<file path="config.mk">
export PLATFORM = sky130hd
export DESIGN_NAME = lwc_api_top
export DESIGN_NICKNAME = d
export VERILOG_FILES = /design/src/hdl/core_pkg.sv /design/src/hdl/lwc_pkg.sv /design/src/hdl/api_ctrl.sv /design/src/hdl/lwc_api_top.sv /design/src/hdl/pdo_formatter.sv /design/src/hdl/round_counter.sv /design/src/hdl/segment_tracker.sv
export SDC_FILE = /design/constraint.sdc
export NUM_CORES = 1
export LEC_CHECK = 0
export ABC_AREA = 1
export BUFFER_PORTS_ARGS = -buffer_cell sky130_fd_sc_hd__buf_4
export CAP_MARGIN = 10
export CORE_UTILIZATION = 46
export CTS_BUF_LIST = sky130_fd_sc_hd__clkbuf_2 sky130_fd_sc_hd__clkbuf_4 sky130_fd_sc_hd__clkbuf_8
export CTS_CLUSTER_SIZE = 24
export DETAILED_ROUTE_END_ITERATION = 10
export PLACE_DENSITY_LB_ADDON = 0.1
export SYNTH_ARGS = -nofsm -noshare
export SYNTH_HDL_FRONTEND = slang
export SYNTH_SLANG_ARGS = --single-unit
export TNS_END_PERCENT = 10
</file>
<file path="constraint.sdc">
create_clock -name clk -period 3.17 [get_ports clk]
set_clock_uncertainty 0.2 [all_clocks]
set_input_delay 0.1585 -clock clk [delete_from_list [all_inputs] [get_ports clk]]
set_output_delay 0.1585 -clock clk [all_outputs]
set_load 0.02 [all_outputs]
</file>
<file path="src/hdl/core_pkg.sv">
package core_pkg;

   typedef logic [5:0] rc_t;
   typedef logic [7:0] domain_t;
   typedef logic [3:0] byte_mask_t;

   localparam rc_t RC_FIRST        = 6'h01;
   localparam rc_t RC_LAST_DEFAULT = 6'h1A;

   // domain separation bytes
   localparam domain_t AD_NORMAL  = 8'd8;
   localparam domain_t AD_FINAL   = 8'd24;
   localparam domain_t AD_PADDED  = 8'd26;
   localparam domain_t MSG_NORMAL = 8'd4;
   localparam domain_t MSG_FINAL  = 8'd20;
   localparam domain_t MSG_PADDED = 8'd21;

   typedef struct packed {
      logic       state_load;  // core_din into state
      logic       nonce_load;  // core_din into tweak lane
      logic       ctr_reset;
      logic       ctr_step;    // block counter
      logic       round_step;
      domain_t    domain;
      rc_t        rc;
      byte_mask_t dec_mask;
   } core_ctrl_t;

endpackage

</file>
<file path="src/hdl/lwc_pkg.sv">
package lwc_pkg;

   typedef logic [31:0] lwc_word_t;
   typedef logic [15:0] seg_len_t;
   typedef logic [3:0]  opcode_t;

   // instructions
   localparam opcode_t OP_ENC     = 4'd2;
   localparam opcode_t OP_DEC     = 4'd3;

   // segment types
   localparam opcode_t OP_AD      = 4'd1;
   localparam opcode_t OP_PLAIN   = 4'd4;
   localparam opcode_t OP_CIPHER  = 4'd5;
   localparam opcode_t OP_TAG     = 4'd8;
   localparam opcode_t OP_NPUB    = 4'd13;

   // status
   localparam opcode_t OP_SUCCESS = 4'd14;
   localparam opcode_t OP_FAILURE = 4'd15;

   typedef struct packed {
      opcode_t    opcode;
      logic [3:0] flags;  // 3 eoi, 1 last, 0 partial
      logic [7:0] reserved;
      seg_len_t   length;
   } seg_hdr_t;

   // pdo word source
   typedef logic [2:0] pdo_sel_t;
   localparam pdo_sel_t PDO_MSG_HDR = 3'd0;
   localparam pdo_sel_t PDO_DATA    = 3'd1;
   localparam pdo_sel_t PDO_TAG_HDR = 3'd2;
   localparam pdo_sel_t PDO_TAG     = 3'd3;
   localparam pdo_sel_t PDO_STATUS  = 3'd4;

endpackage

</file>
<file path="src/hdl/api_ctrl.sv">
`timescale 1ns/100ps

module api_ctrl (
   input  logic                 clk,
   input  logic                 rst,
   input  lwc_pkg::lwc_word_t   pdi,
   input  logic                 pdi_valid,
   input  logic                 pdo_ready,
   input  lwc_pkg::lwc_word_t   core_dout,
   input  core_pkg::rc_t        rc,
   input  logic                 word_last,
   input  logic                 run_done,
   input  logic                 seg_empty,
   input  logic                 seg_partial_next,
   input  logic                 seg_final,
   input  logic [2:0]           word_bytes,
   input  core_pkg::byte_mask_t byte_mask,
   output logic                 pdi_ready,
   output logic                 pdo_valid,
   output logic                 pdo_last,
   output lwc_pkg::pdo_sel_t    pdo_sel,
   output logic                 ctr_step,
   output logic                 ctr_clear,
   output logic                 hdr_load,
   output logic                 block_done,
   output logic                 pad_word,
   output logic                 dec,
   output logic                 mismatch,
   output core_pkg::core_ctrl_t core_ctrl
);
   import lwc_pkg::*;
   import core_pkg::*;

   typedef enum logic [3:0] {
      IDLE, AD_HEADER, AD_STORE, RUN_AD, NONCE_HEADER, NONCE_STORE, RUN_NONCE,
      MSG_HEADER, MSG_STORE, RUN_MSG, TAG_OUT_HEADER, TAG_OUT, TAG_IN_HEADER,
      TAG_IN, STATUS
   } stage_t;

   stage_t   stage, stage_n;
   seg_hdr_t hdr;
   domain_t  dom, dom_n, nonce_dom, nonce_dom_n;
   domain_t  ad_dom, msg_dom;
   logic     dec_n, mismatch_n, move;

   assign hdr = pdi;

   assign ad_dom  = seg_partial_next ? AD_PADDED : (seg_final ? AD_FINAL : AD_NORMAL);
   assign msg_dom = seg_partial_next ? MSG_PADDED : (seg_final ? MSG_FINAL : MSG_NORMAL);

   always_ff @(posedge clk) begin
      if (rst) begin
         stage     <= IDLE;
         dec       <= 1'b0;
         mismatch  <= 1'b0;
         dom       <= AD_NORMAL;
         nonce_dom <= AD_PADDED;
      end else begin
         stage     <= stage_n;
         dec       <= dec_n;
         mismatch  <= mismatch_n;
         dom       <= dom_n;
         nonce_dom <= nonce_dom_n;
      end
   end

   always_comb begin
      stage_n     = stage;
      dec_n       = dec;
      mismatch_n  = mismatch;
      dom_n       = dom;
      nonce_dom_n = nonce_dom;
      pdi_ready   = 1'b0;
      pdo_valid   = 1'b0;
      pdo_last    = 1'b0;
      pdo_sel     = PDO_DATA;
      ctr_step    = 1'b0;
      ctr_clear   = 1'b0;
      hdr_load    = 1'b0;
      block_done  = 1'b0;
      pad_word    = 1'b0;
      move        = 1'b0;
      core_ctrl    = '0;
      core_ctrl.rc = rc;
      case (stage)
         IDLE: begin
            pdi_ready = !rst;
            if (pdi_valid && (hdr.opcode == OP_ENC || hdr.opcode == OP_DEC)) begin
               dec_n       = (hdr.opcode == OP_DEC);
               mismatch_n  = 1'b0;
               nonce_dom_n = AD_PADDED;  // no AD at all
               core_ctrl.ctr_reset = 1'b1;
               stage_n     = AD_HEADER;
            end
         end
         AD_HEADER: begin
            pdi_ready = 1'b1;
            if (pdi_valid && hdr.opcode == OP_AD) begin
               hdr_load = 1'b1;
               stage_n  = AD_STORE;
            end else if (pdi_valid && hdr.opcode == OP_NPUB) begin
               hdr_load = 1'b1;
               stage_n  = NONCE_STORE;
            end
         end
         AD_STORE: begin
            pad_word  = (word_bytes == 3'd0);
            pdi_ready = !pad_word;
            move      = pad_word || pdi_valid;
            if (move) begin
               core_ctrl.state_load = 1'b1;
               if (word_last) begin
                  ctr_clear   = 1'b1;
                  block_done  = 1'b1;
                  core_ctrl.ctr_step = 1'b1;
                  dom_n       = ad_dom;
                  nonce_dom_n = ad_dom;
                  stage_n     = RUN_AD;
               end else begin
                  ctr_step = 1'b1;
               end
            end
         end
         NONCE_HEADER: begin
            pdi_ready = 1'b1;
            if (pdi_valid && hdr.opcode == OP_NPUB) begin
               hdr_load = 1'b1;
               stage_n  = NONCE_STORE;
            end
         end
         NONCE_STORE: begin
            pdi_ready = 1'b1;
            if (pdi_valid) begin
               core_ctrl.nonce_load = 1'b1;
               if (word_last) begin
                  ctr_clear = 1'b1;
                  dom_n     = nonce_dom;
                  stage_n   = RUN_NONCE;
               end else begin
                  ctr_step = 1'b1;
               end
            end
         end
         MSG_HEADER: begin
            // header goes straight through to pdo
            pdo_sel   = PDO_MSG_HDR;
            pdi_ready = pdo_ready;
            pdo_valid = pdi_valid;
            if (pdi_valid && pdo_ready) begin
               hdr_load = 1'b1;
               if (hdr.length != '0)
                  stage_n = MSG_STORE;
               else if (hdr.flags[1])
                  stage_n = dec ? TAG_IN_HEADER : TAG_OUT_HEADER;
            end
         end
         MSG_STORE: begin
            pad_word = (word_bytes == 3'd0);
            if (pad_word) begin
               move = 1'b1;
            end else begin
               pdi_ready = pdo_ready;
               pdo_valid = pdi_valid;
               move      = pdi_valid && pdo_ready;
            end
            if (move) begin
               core_ctrl.state_load = 1'b1;
               core_ctrl.dec_mask   = pad_word ? '0 : byte_mask;
               if (word_last) begin
                  ctr_clear  = 1'b1;
                  block_done = 1'b1;
                  core_ctrl.ctr_step = 1'b1;
                  dom_n      = msg_dom;
                  stage_n    = RUN_MSG;
               end else begin
                  ctr_step = 1'b1;
               end
            end
         end
         RUN_AD, RUN_NONCE, RUN_MSG: begin
            core_ctrl.round_step = 1'b1;
            core_ctrl.domain     = dom;
            if (!run_done) begin
               ctr_step = 1'b1;
            end else begin
               ctr_clear = 1'b1;
               if (stage == RUN_NONCE)
                  stage_n = MSG_HEADER;
               else if (stage == RUN_AD)
                  stage_n = !seg_empty ? AD_STORE : (seg_final ? NONCE_HEADER : AD_HEADER);
               else if (!seg_empty)
                  stage_n = MSG_STORE;
               else if (!seg_final)
                  stage_n = MSG_HEADER;
               else
                  stage_n = dec ? TAG_IN_HEADER : TAG_OUT_HEADER;
            end
         end
         TAG_OUT_HEADER: begin
            pdo_sel   = PDO_TAG_HDR;
            pdo_valid = 1'b1;
            if (pdo_ready)
               stage_n = TAG_OUT;
         end
         TAG_OUT: begin
            pdo_sel   = PDO_TAG;
            pdo_valid = 1'b1;
            pad_word  = 1'b1;  // state shifts out against zeros
            if (pdo_ready) begin
               core_ctrl.state_load = 1'b1;
               if (word_last) begin
                  ctr_clear = 1'b1;
                  stage_n   = STATUS;
               end else begin
                  ctr_step = 1'b1;
               end
            end
         end
         TAG_IN_HEADER: begin
            pdi_ready = 1'b1;
            if (pdi_valid && hdr.opcode == OP_TAG) begin
               hdr_load = 1'b1;
               stage_n  = TAG_IN;
            end
         end
         TAG_IN: begin
            pdi_ready = 1'b1;
            if (pdi_valid) begin
               core_ctrl.state_load = 1'b1;
               if (core_dout != '0)
                  mismatch_n = 1'b1;
               if (word_last) begin
                  ctr_clear = 1'b1;
                  stage_n   = STATUS;
               end else begin
                  ctr_step = 1'b1;
               end
            end
         end
         STATUS: begin
            pdo_sel   = PDO_STATUS;
            pdo_valid = 1'b1;
            pdo_last  = 1'b1;
            if (pdo_ready)
               stage_n = IDLE;
         end
         default: stage_n = IDLE;
      endcase
   end

   a_pdo_hold: assert property (@(posedge clk) disable iff (rst)
      pdo_valid && !pdo_ready |=> pdo_valid);

   // every run starts from the first constant
   a_run_from_first: assert property (@(posedge clk) disable iff (rst)
      core_ctrl.round_step && !$past(core_ctrl.round_step) |-> rc == RC_FIRST);

endmodule

</file>
<file path="src/hdl/lwc_api_top.sv">
`timescale 1ns/100ps

module lwc_api_top #(
   parameter core_pkg::rc_t rc_last = core_pkg::RC_LAST_DEFAULT
) (
   input  logic                 clk,
   input  logic                 rst,
   input  lwc_pkg::lwc_word_t   pdi,
   input  logic                 pdi_valid,
   output logic                 pdi_ready,
   output lwc_pkg::lwc_word_t   pdo,
   output logic                 pdo_valid,
   input  logic                 pdo_ready,
   output logic                 pdo_last,
   output core_pkg::core_ctrl_t core_ctrl,
   output lwc_pkg::lwc_word_t   core_din,
   input  lwc_pkg::lwc_word_t   core_dout
);
   import lwc_pkg::*;
   import core_pkg::*;

   rc_t        rc;
   logic       word_last, run_done, ctr_step, ctr_clear;
   logic       hdr_load, block_done, pad_word;
   logic       seg_empty, seg_partial_next, seg_final;
   logic [2:0] word_bytes;
   logic       dec, mismatch;
   pdo_sel_t   pdo_sel;
   byte_mask_t dec_mask;
   seg_hdr_t   hdr;

   assign hdr = pdi;  // header view of the input word

   api_ctrl i_api_ctrl (
      .clk, .rst, .pdi, .pdi_valid, .pdo_ready, .core_dout,
      .rc, .word_last, .run_done,
      .seg_empty, .seg_partial_next, .seg_final, .word_bytes,
      .byte_mask (dec_mask),
      .pdi_ready, .pdo_valid, .pdo_last, .pdo_sel,
      .ctr_step, .ctr_clear, .hdr_load, .block_done, .pad_word,
      .dec, .mismatch, .core_ctrl
   );

   round_counter #(.rc_last(rc_last)) i_round_counter (
      .clk, .rst, .step (ctr_step), .clear (ctr_clear),
      .rc, .word_last, .run_done
   );

   segment_tracker i_segment_tracker (
      .clk, .rst, .hdr_load, .hdr, .block_done, .pad_word, .pdi, .rc,
      .seg_empty, .seg_partial_next, .seg_final, .word_bytes, .core_din
   );

   pdo_formatter i_pdo_formatter (
      .pdo_sel, .hdr, .dec, .core_dout, .word_bytes, .mismatch,
      .pdo, .dec_mask
   );

endmodule

</file>
<file path="src/hdl/pdo_formatter.sv">
`timescale 1ns/100ps

module pdo_formatter (
   input  lwc_pkg::pdo_sel_t    pdo_sel,
   input  lwc_pkg::seg_hdr_t    hdr,
   input  logic                 dec,
   input  lwc_pkg::lwc_word_t   core_dout,
   input  logic [2:0]           word_bytes,
   input  logic                 mismatch,
   output lwc_pkg::lwc_word_t   pdo,
   output core_pkg::byte_mask_t dec_mask
);
   import lwc_pkg::*;
   import core_pkg::*;

   byte_mask_t mask;
   seg_hdr_t   msg_hdr;

   always_comb begin
      case (word_bytes)
         3'd0:    mask = 4'b0000;
         3'd1:    mask = 4'b1000;
         3'd2:    mask = 4'b1100;
         3'd3:    mask = 4'b1110;
         default: mask = 4'b1111;
      endcase
   end

   assign dec_mask = dec ? mask : '0;

   always_comb begin
      msg_hdr        = hdr;
      msg_hdr.opcode = dec ? OP_PLAIN : OP_CIPHER;
      // last flag lands in bit 0 too when decrypting
      msg_hdr.flags  = {hdr.flags[3], 1'b0, hdr.flags[1], dec & hdr.flags[1]};
   end

   always_comb begin
      case (pdo_sel)
         PDO_MSG_HDR: pdo = msg_hdr;
         PDO_DATA: begin
            for (int b = 0; b < 4; b++)
               pdo[8*b +: 8] = mask[b] ? core_dout[8*b +: 8] : 8'h00;
         end
         PDO_TAG_HDR: pdo = {OP_TAG, 4'h3, 8'h00, 16'd16};
         PDO_TAG:     pdo = core_dout;
         PDO_STATUS:  pdo = {mismatch ? OP_FAILURE : OP_SUCCESS, 28'h0};
         default:     pdo = '0;
      endcase
   end

endmodule

</file>
<file path="src/hdl/round_counter.sv">
`timescale 1ns/100ps

module round_counter #(
   parameter core_pkg::rc_t rc_last = core_pkg::RC_LAST_DEFAULT
) (
   input  logic          clk,
   input  logic          rst,
   input  logic          step,
   input  logic          clear,
   output core_pkg::rc_t rc,
   output logic          word_last,
   output logic          run_done
);
   import core_pkg::*;

   rc_t rc_next;

   // shift left, feed back inverted xor of the top bits
   assign rc_next = {rc[4:0], ~(rc[5] ^ rc[4])};

   always_ff @(posedge clk) begin
      if (rst || clear)
         rc <= RC_FIRST;
      else if (step)
         rc <= rc_next;
   end

   assign word_last = (rc == 6'h0F);
   assign run_done  = (rc_next == rc_last);

   a_rc_nonzero: assert property (@(posedge clk) disable iff (rst) rc != '0);

endmodule

</file>
<file path="src/hdl/segment_tracker.sv">
`timescale 1ns/100ps

module segment_tracker (
   input  logic               clk,
   input  logic               rst,
   input  logic               hdr_load,
   input  lwc_pkg::seg_hdr_t  hdr,
   input  logic               block_done,
   input  logic               pad_word,
   input  lwc_pkg::lwc_word_t pdi,
   input  core_pkg::rc_t      rc,
   output logic               seg_empty,
   output logic               seg_partial_next,
   output logic               seg_final,
   output logic [2:0]         word_bytes,
   output lwc_pkg::lwc_word_t core_din
);
   import lwc_pkg::*;

   seg_len_t   len, offset;
   logic [3:0] flags;
   logic [1:0] idx;
   lwc_word_t  data, masked;

   always_ff @(posedge clk) begin
      if (rst) begin
         len   <= '0;
         flags <= '0;
      end else if (hdr_load) begin
         len   <= hdr.length;
         flags <= hdr.flags;
      end else if (block_done) begin
         len <= (len > 16'd16) ? len - 16'd16 : '0;
      end
   end

   assign seg_empty        = (len == '0);
   assign seg_partial_next = (len < 16'd16);
   assign seg_final        = flags[1] && (len <= 16'd16);

   // word index within the block from rc
   always_comb begin
      case (rc)
         6'h01:   idx = 2'd0;
         6'h03:   idx = 2'd1;
         6'h07:   idx = 2'd2;
         default: idx = 2'd3;
      endcase
   end

   assign offset = {12'd0, idx, 2'b00};

   always_comb begin
      if (len <= offset)
         word_bytes = 3'd0;
      else if (len - offset >= 16'd4)
         word_bytes = 3'd4;
      else
         word_bytes = len[2:0] - offset[2:0];
   end

   assign data = pad_word ? '0 : pdi;

   always_comb begin
      for (int b = 0; b < 4; b++)
         masked[31 - 8*b -: 8] = (b < word_bytes) ? data[31 - 8*b -: 8] : 8'h00;
   end

   // 0F word of a short block carries the byte count
   assign core_din = (idx == 2'd3 && seg_partial_next) ? {masked[31:4], len[3:0]} : masked;

endmodule

</file>
== Word-level counts from Yosys, hierarchy flattened ==
Index checks and enable logic that the tools add are counted.
Storage, ports and cells
  bits in registers: 46
  output and inout bits: 90
  word-level logic and storage cells: 209
Cells by class
  reductions and logical operators: 32
  eq/ne operators: 48
  $add $sub $neg: 3
  bitwise operators: 3
  multiplexer cells: 106
  order comparisons: 9
Operators by type and width (number)
  $pmux W32 S5: 1
  $mux W8: 17
  $mux W4: 29
  $pmux W4 S13: 1
  $mux W16: 3
  $eq A4 B4 Y1 const B: 9
  $mux W1: 33
  $mux W32: 1
  $reduce_bool A32 Y1: 1
  $pmux W8 S3: 1
  $ne A2 B1 Y1 const B: 10
  $eq A4 B2 Y1 const B: 4
  $eq A4 B3 Y1 const B: 4
  $ge A16 B3 Y1 const B: 1
  $gt A16 B5 Y1 const B: 1
  $le A16 B4 Y1: 1
  $le A16 B5 Y1 const B: 1
  $logic_not A16 Y1: 1
  $lt A16 B5 Y1 const B: 1
  $pmux W4 S4: 1
  $pmux W8 S2: 1
  $reduce_bool A16 Y1: 1
  $sub A16 B4 Y16: 1
  $sub A16 B5 Y16 const B: 1
  other kinds (41): 76

== Depth between registers and ports, before layout ==
  depth in word-level cells: 13
  mapped depth: 26

== Modules after synthesis ==
A second synthesis with hierarchy kept.
Second synthesis, totals
  cell total of the unflattened synthesis: 854
  area total of the unflattened synthesis: 4564.4 um^2
By module, submodules not included
  segment_tracker: area each 1971.9 um^2, cells an instance 353, instances 1, sequential area each 340.3 um^2
  api_ctrl: area each 1677.9 um^2, cells an instance 321, instances 1, sequential area each 260.2 um^2
  pdo_formatter: area each 569.3 um^2, cells an instance 126, instances 1, sequential area each 0.0 um^2
  round_counter: area each 345.3 um^2, cells an instance 54, instances 1, sequential area each 120.1 um^2

== Worst setup path before layout ==
No wires, ideal clock.
  path kind: register to output
  start: register i_round_counter.rc[5]
  end: output port core_din[2]
  cell stages (with the launch flop): 18
  data arrival time: 3142 ps
  path slack: -331 ps
  path through: dfxtp_1 inv_1 ha_1 nand3_1 nor2_1 o21ai_0 ha_1 inv_1 fa_1 nor2_2 nor2_1 nor2_1 nand3_1 nor2_1 nand3_1 nand3_4 o21ai_1 o41ai_1
On the way
  word-level cells in the longest chain between the ends: 11
  elaborated cells between the ends (all ways): 18
  those cells by class: add/sub (2); order compare (3); eq/ne (4); mux (7); reduce/logical (2)
Ends and longest elaborated chain
  start: declaration: RTL line round_counter.sv:10  | output core_pkg::rc_t rc,
  start signal: assignment: RTL line round_counter.sv:25  | rc <= rc_next;
  $eq A6 B3 Y1 (tied with other cells): RTL line segment_tracker.sv:43  | case (rc)
  $pmux W2 S3 *: RTL line segment_tracker.sv:43
  $sub A16 B4 Y16: RTL line segment_tracker.sv:56  | else if (len - offset >= 16'd4)
  $ge A16 B3 Y1: RTL line segment_tracker.sv:56
  $mux W3: RTL line segment_tracker.sv:56
  $mux W3: RTL line segment_tracker.sv:54  | if (len <= offset)
  $logic_not A3 Y1: RTL line api_ctrl.sv:107, api_ctrl.sv:158
  $pmux W1 S2: RTL line api_ctrl.sv:85  | case (stage)
  $mux W32: RTL line segment_tracker.sv:62  | assign data = pad_word ? '0 : pdi;
  $mux W8: RTL line segment_tracker.sv:66  | masked[31 - 8*b -: 8] = (b < word_bytes) ? data[31 - 8*b -: 8] : 8'h00;
  $mux W4 *: RTL line segment_tracker.sv:70  | assign core_din = (idx == 2'd3 && seg_partial_next) ? {masked[31:4], len[3:0]} : masked;
  end: declaration: RTL line lwc_api_top.sv:16  | output lwc_pkg::lwc_word_t core_din,
Every way passes the cells marked *; elsewhere a longest branch is shown, timed or not.

== Worst setup path after layout ==
  start: register i_round_counter.rc[4]
  end: output port core_din[2]
Same word-level chain as after synthesis.

==> out/results.ini <==
[clocking]
ctsHtreeMaxLevel = 2
clockBufferDepth = 2
cts_tree = yes
cts_made_buffers = 5
cts.clk_slew.worst_paths_ns = 0.09
clock_latency_ns = 0.31
cts_root_buf = clkbuf_8
cts_sinks = 36

[logic_synthesis]
netlist_area_um2 = 3790
ys_seq_area_share_pct = 19.0
ys_types = 46
synthCells = 684
synth_warnings = 0
synth_edf_count = 0
ys_seq_elements = 36
ys.flop_type = dfxtp_1
synthArstFlopShare_pct = 0
avgSynthCellArea_um2 = 5.54

[setup_path]
crit_fanout = 5
path_class = flip-flop to primary output
start_kind = flip-flop
crit_chain = inv_2 > ha_4 > nand3_4 > nor2_4 > o21ai_2 > ha_2 > inv_2 > fa_2 > nand2_1 > inv_1 > nor2_2 > nand2_1 > nor2_2 > nand3_2 > nor2_4 > nand3_1 > nand3_4 > o21ai_4 > buf_4 > o41ai_2 > buf_4
required_ns = 2.81
slowest_stage = fa_2
r2r_slack_ns = -0.39
critPathBufInv = 5
critical_path.top_delay_family = simple AND/OR/NAND/NOR gates
end_kind = primary output
crit_arrival_ns = 3.41
cp_slowest_stage_delay_ns = 0.41

[routing]
drc_errors = 0
wl_um = 16100
ant_nets = 0
vias_per_cell = 5.54
drt_iter0_drc = 383
routedWlPerCell_um = 16.4
drt_first_pass_iters = 5
num_vias = 5450

[global_route]
grt_pass1_wl_um = 24500
gr-total-overflow = 0
antenna_found_initial = 0
grt_usage_pct = 36.2
grt_max_degree = 26
grt_pass1_vias = 5062

[die]
dieArea_um2 = 8600
start_util_pct = 48.3
die_x_um = 92.7
row_count = 32
core_area_um2 = 7850
io_pins = 158
fp.dieH_um = 92.7

[outcome]
violations = setup timing
outcome = finished with violations

[min_path]
hold_path_class = input port to flip-flop

[timing]
setup_slack_ns = -0.601
whs_ns = 0.0135
fin_tns_setup_ns = -47.20
worst_pin_slew_ns = 0.748
setup_viol_count_final = 105
rsz0062_at_grt = true
fmax_mhz = 265
timing.slew.headroom_pct = 49.9
slew_violations = 0
period_minus_slack_ns = 3.77
fin_crit_sh_pct = 119
finalHoldViolCount = 0

[place]
dp_hpwl_um = 12400
dp.cells = 961
dpl_cell_area_um2 = 5560
place_congestion = 0.996
portBuffers = 154

[finish]
stdcell_count = 983
syn_to_final_growth_pct = 60.1
final_area_um2 = 6060
finish.net_count = 954
final_common_cell = buf_4
diodes = 0
final_layout_size_suffix_gt1_share_pct = 38.6
final_cell_mix = 185 x buf_4, 156 x nand2_1, 101 x inv_1, 77 x nor2_1, 35 x nand3_1

[power_and_ir_drop]
cellPowerDensity_nw_per_um2 = 1120
leakage_nw = 3.12
ir_drop_v = 0.000759

[run]
drv_cap = 0

## cell type report
| type | count | area (um2) |
|---|---|---|
| timing repair buffer | 214 | 1730 |
| inverter | 114 | 433 |
| sequential | 36 | 726 |
| multi-input combinational | 509 | 2960 |
| clock inverter | 3 | 18.8 |
| clock buffer | 5 | 68.8 |
| fill | 613 | 1780 |
| tap | 102 | 128 |
## flip-flops by register name (all words and copies together), names as in the netlist
register,count
i_api_ctrl.dec,1
i_api_ctrl.dom,5
i_api_ctrl.mismatch,1
i_api_ctrl.nonce_dom,2
i_api_ctrl.stage,4
i_round_counter.rc,6
i_segment_tracker.flags,1
i_segment_tracker.len,16
## cells in the mapped netlist, drive strengths merged (10+ instances only)
cell type    n  area [um2]
a21oi       39         199
buf         16         120
clkbuf      11        41.3
dfxtp       36         721
inv        113         424
nand2      172         658
nand3       44         253
nand4       11        68.8
nor2        99         409
nor3        32         170
nor4        10        68.8
o21ai       55         279
o22ai       10        62.6
## stage by stage
step	setup slack (ns)	power [mW]	util (%)
after detailed placement	-0.224	5.69	70.8
final	-0.601	6.81	77.3
after floorplan	-0.000660	3.68	-
after CTS	-0.422	6.39	74.7
after global routing	-0.816	7.22	77.3
after global placement	-0.164	5.59	70.8
## where the power goes
group | switching [mW] | internal [mW]
Clock | 0.198 | 0.154
Sequential | 0.0602 | 0.532
Combinational | 3.37 | 2.49
Total | 3.63 | 3.18
## path summary, 6_finish.rpt
check	from	to	depth (start not counted)
min reg2reg	i_segment_tracker.len[5]	i_segment_tracker.len[5]	2
max reg2reg	i_round_counter.rc[4]	i_round_counter.rc[1]	27
max	i_round_counter.rc[4]	core_din[2]	21
min	rst	i_api_ctrl.stage[1]	2
## repair_timing
| action | 4_1_cts | 5_1_grt |
|---|---|---|
| cloned | 1 | 0 |
| setup endpoints to repair | 105 | 105 |
| setup buffers | 3 | 7 |
| gates resized for setup | 40 | 38 |
| endpoints found under the hold margin | 4 | 0 |
| pin swaps | 13 | 20 |
| hold buffers | 4 | 0 |
## kinds of logic (layout without fill, tap and decap cells)
family / Yosys count / after routing / synth area share [%]
DFF: 36 / 36 / 19.0
buffers and inverters: 141 / 336 / 15.6
xor gates and xnor gates: 8 / 8 / 1.85
and+or+nand+nor: 373 / 373 / 43.8
other: 1 / 3 / 0.0990
AOI/OAI and AO/OA: 119 / 119 / 17.5
adders and majority gates: 6 / 6 / 2.18
## metal layers
metal,share of wire [%],wire (um),GRT usage [%]
met5,0,0,0
met4,3.4,544,14.9
met3,8.6,1380,7.31
met2,49,7940,64.0
met1,39,6240,42.4
No activity file was read; power rests on OpenSTA's default activity.
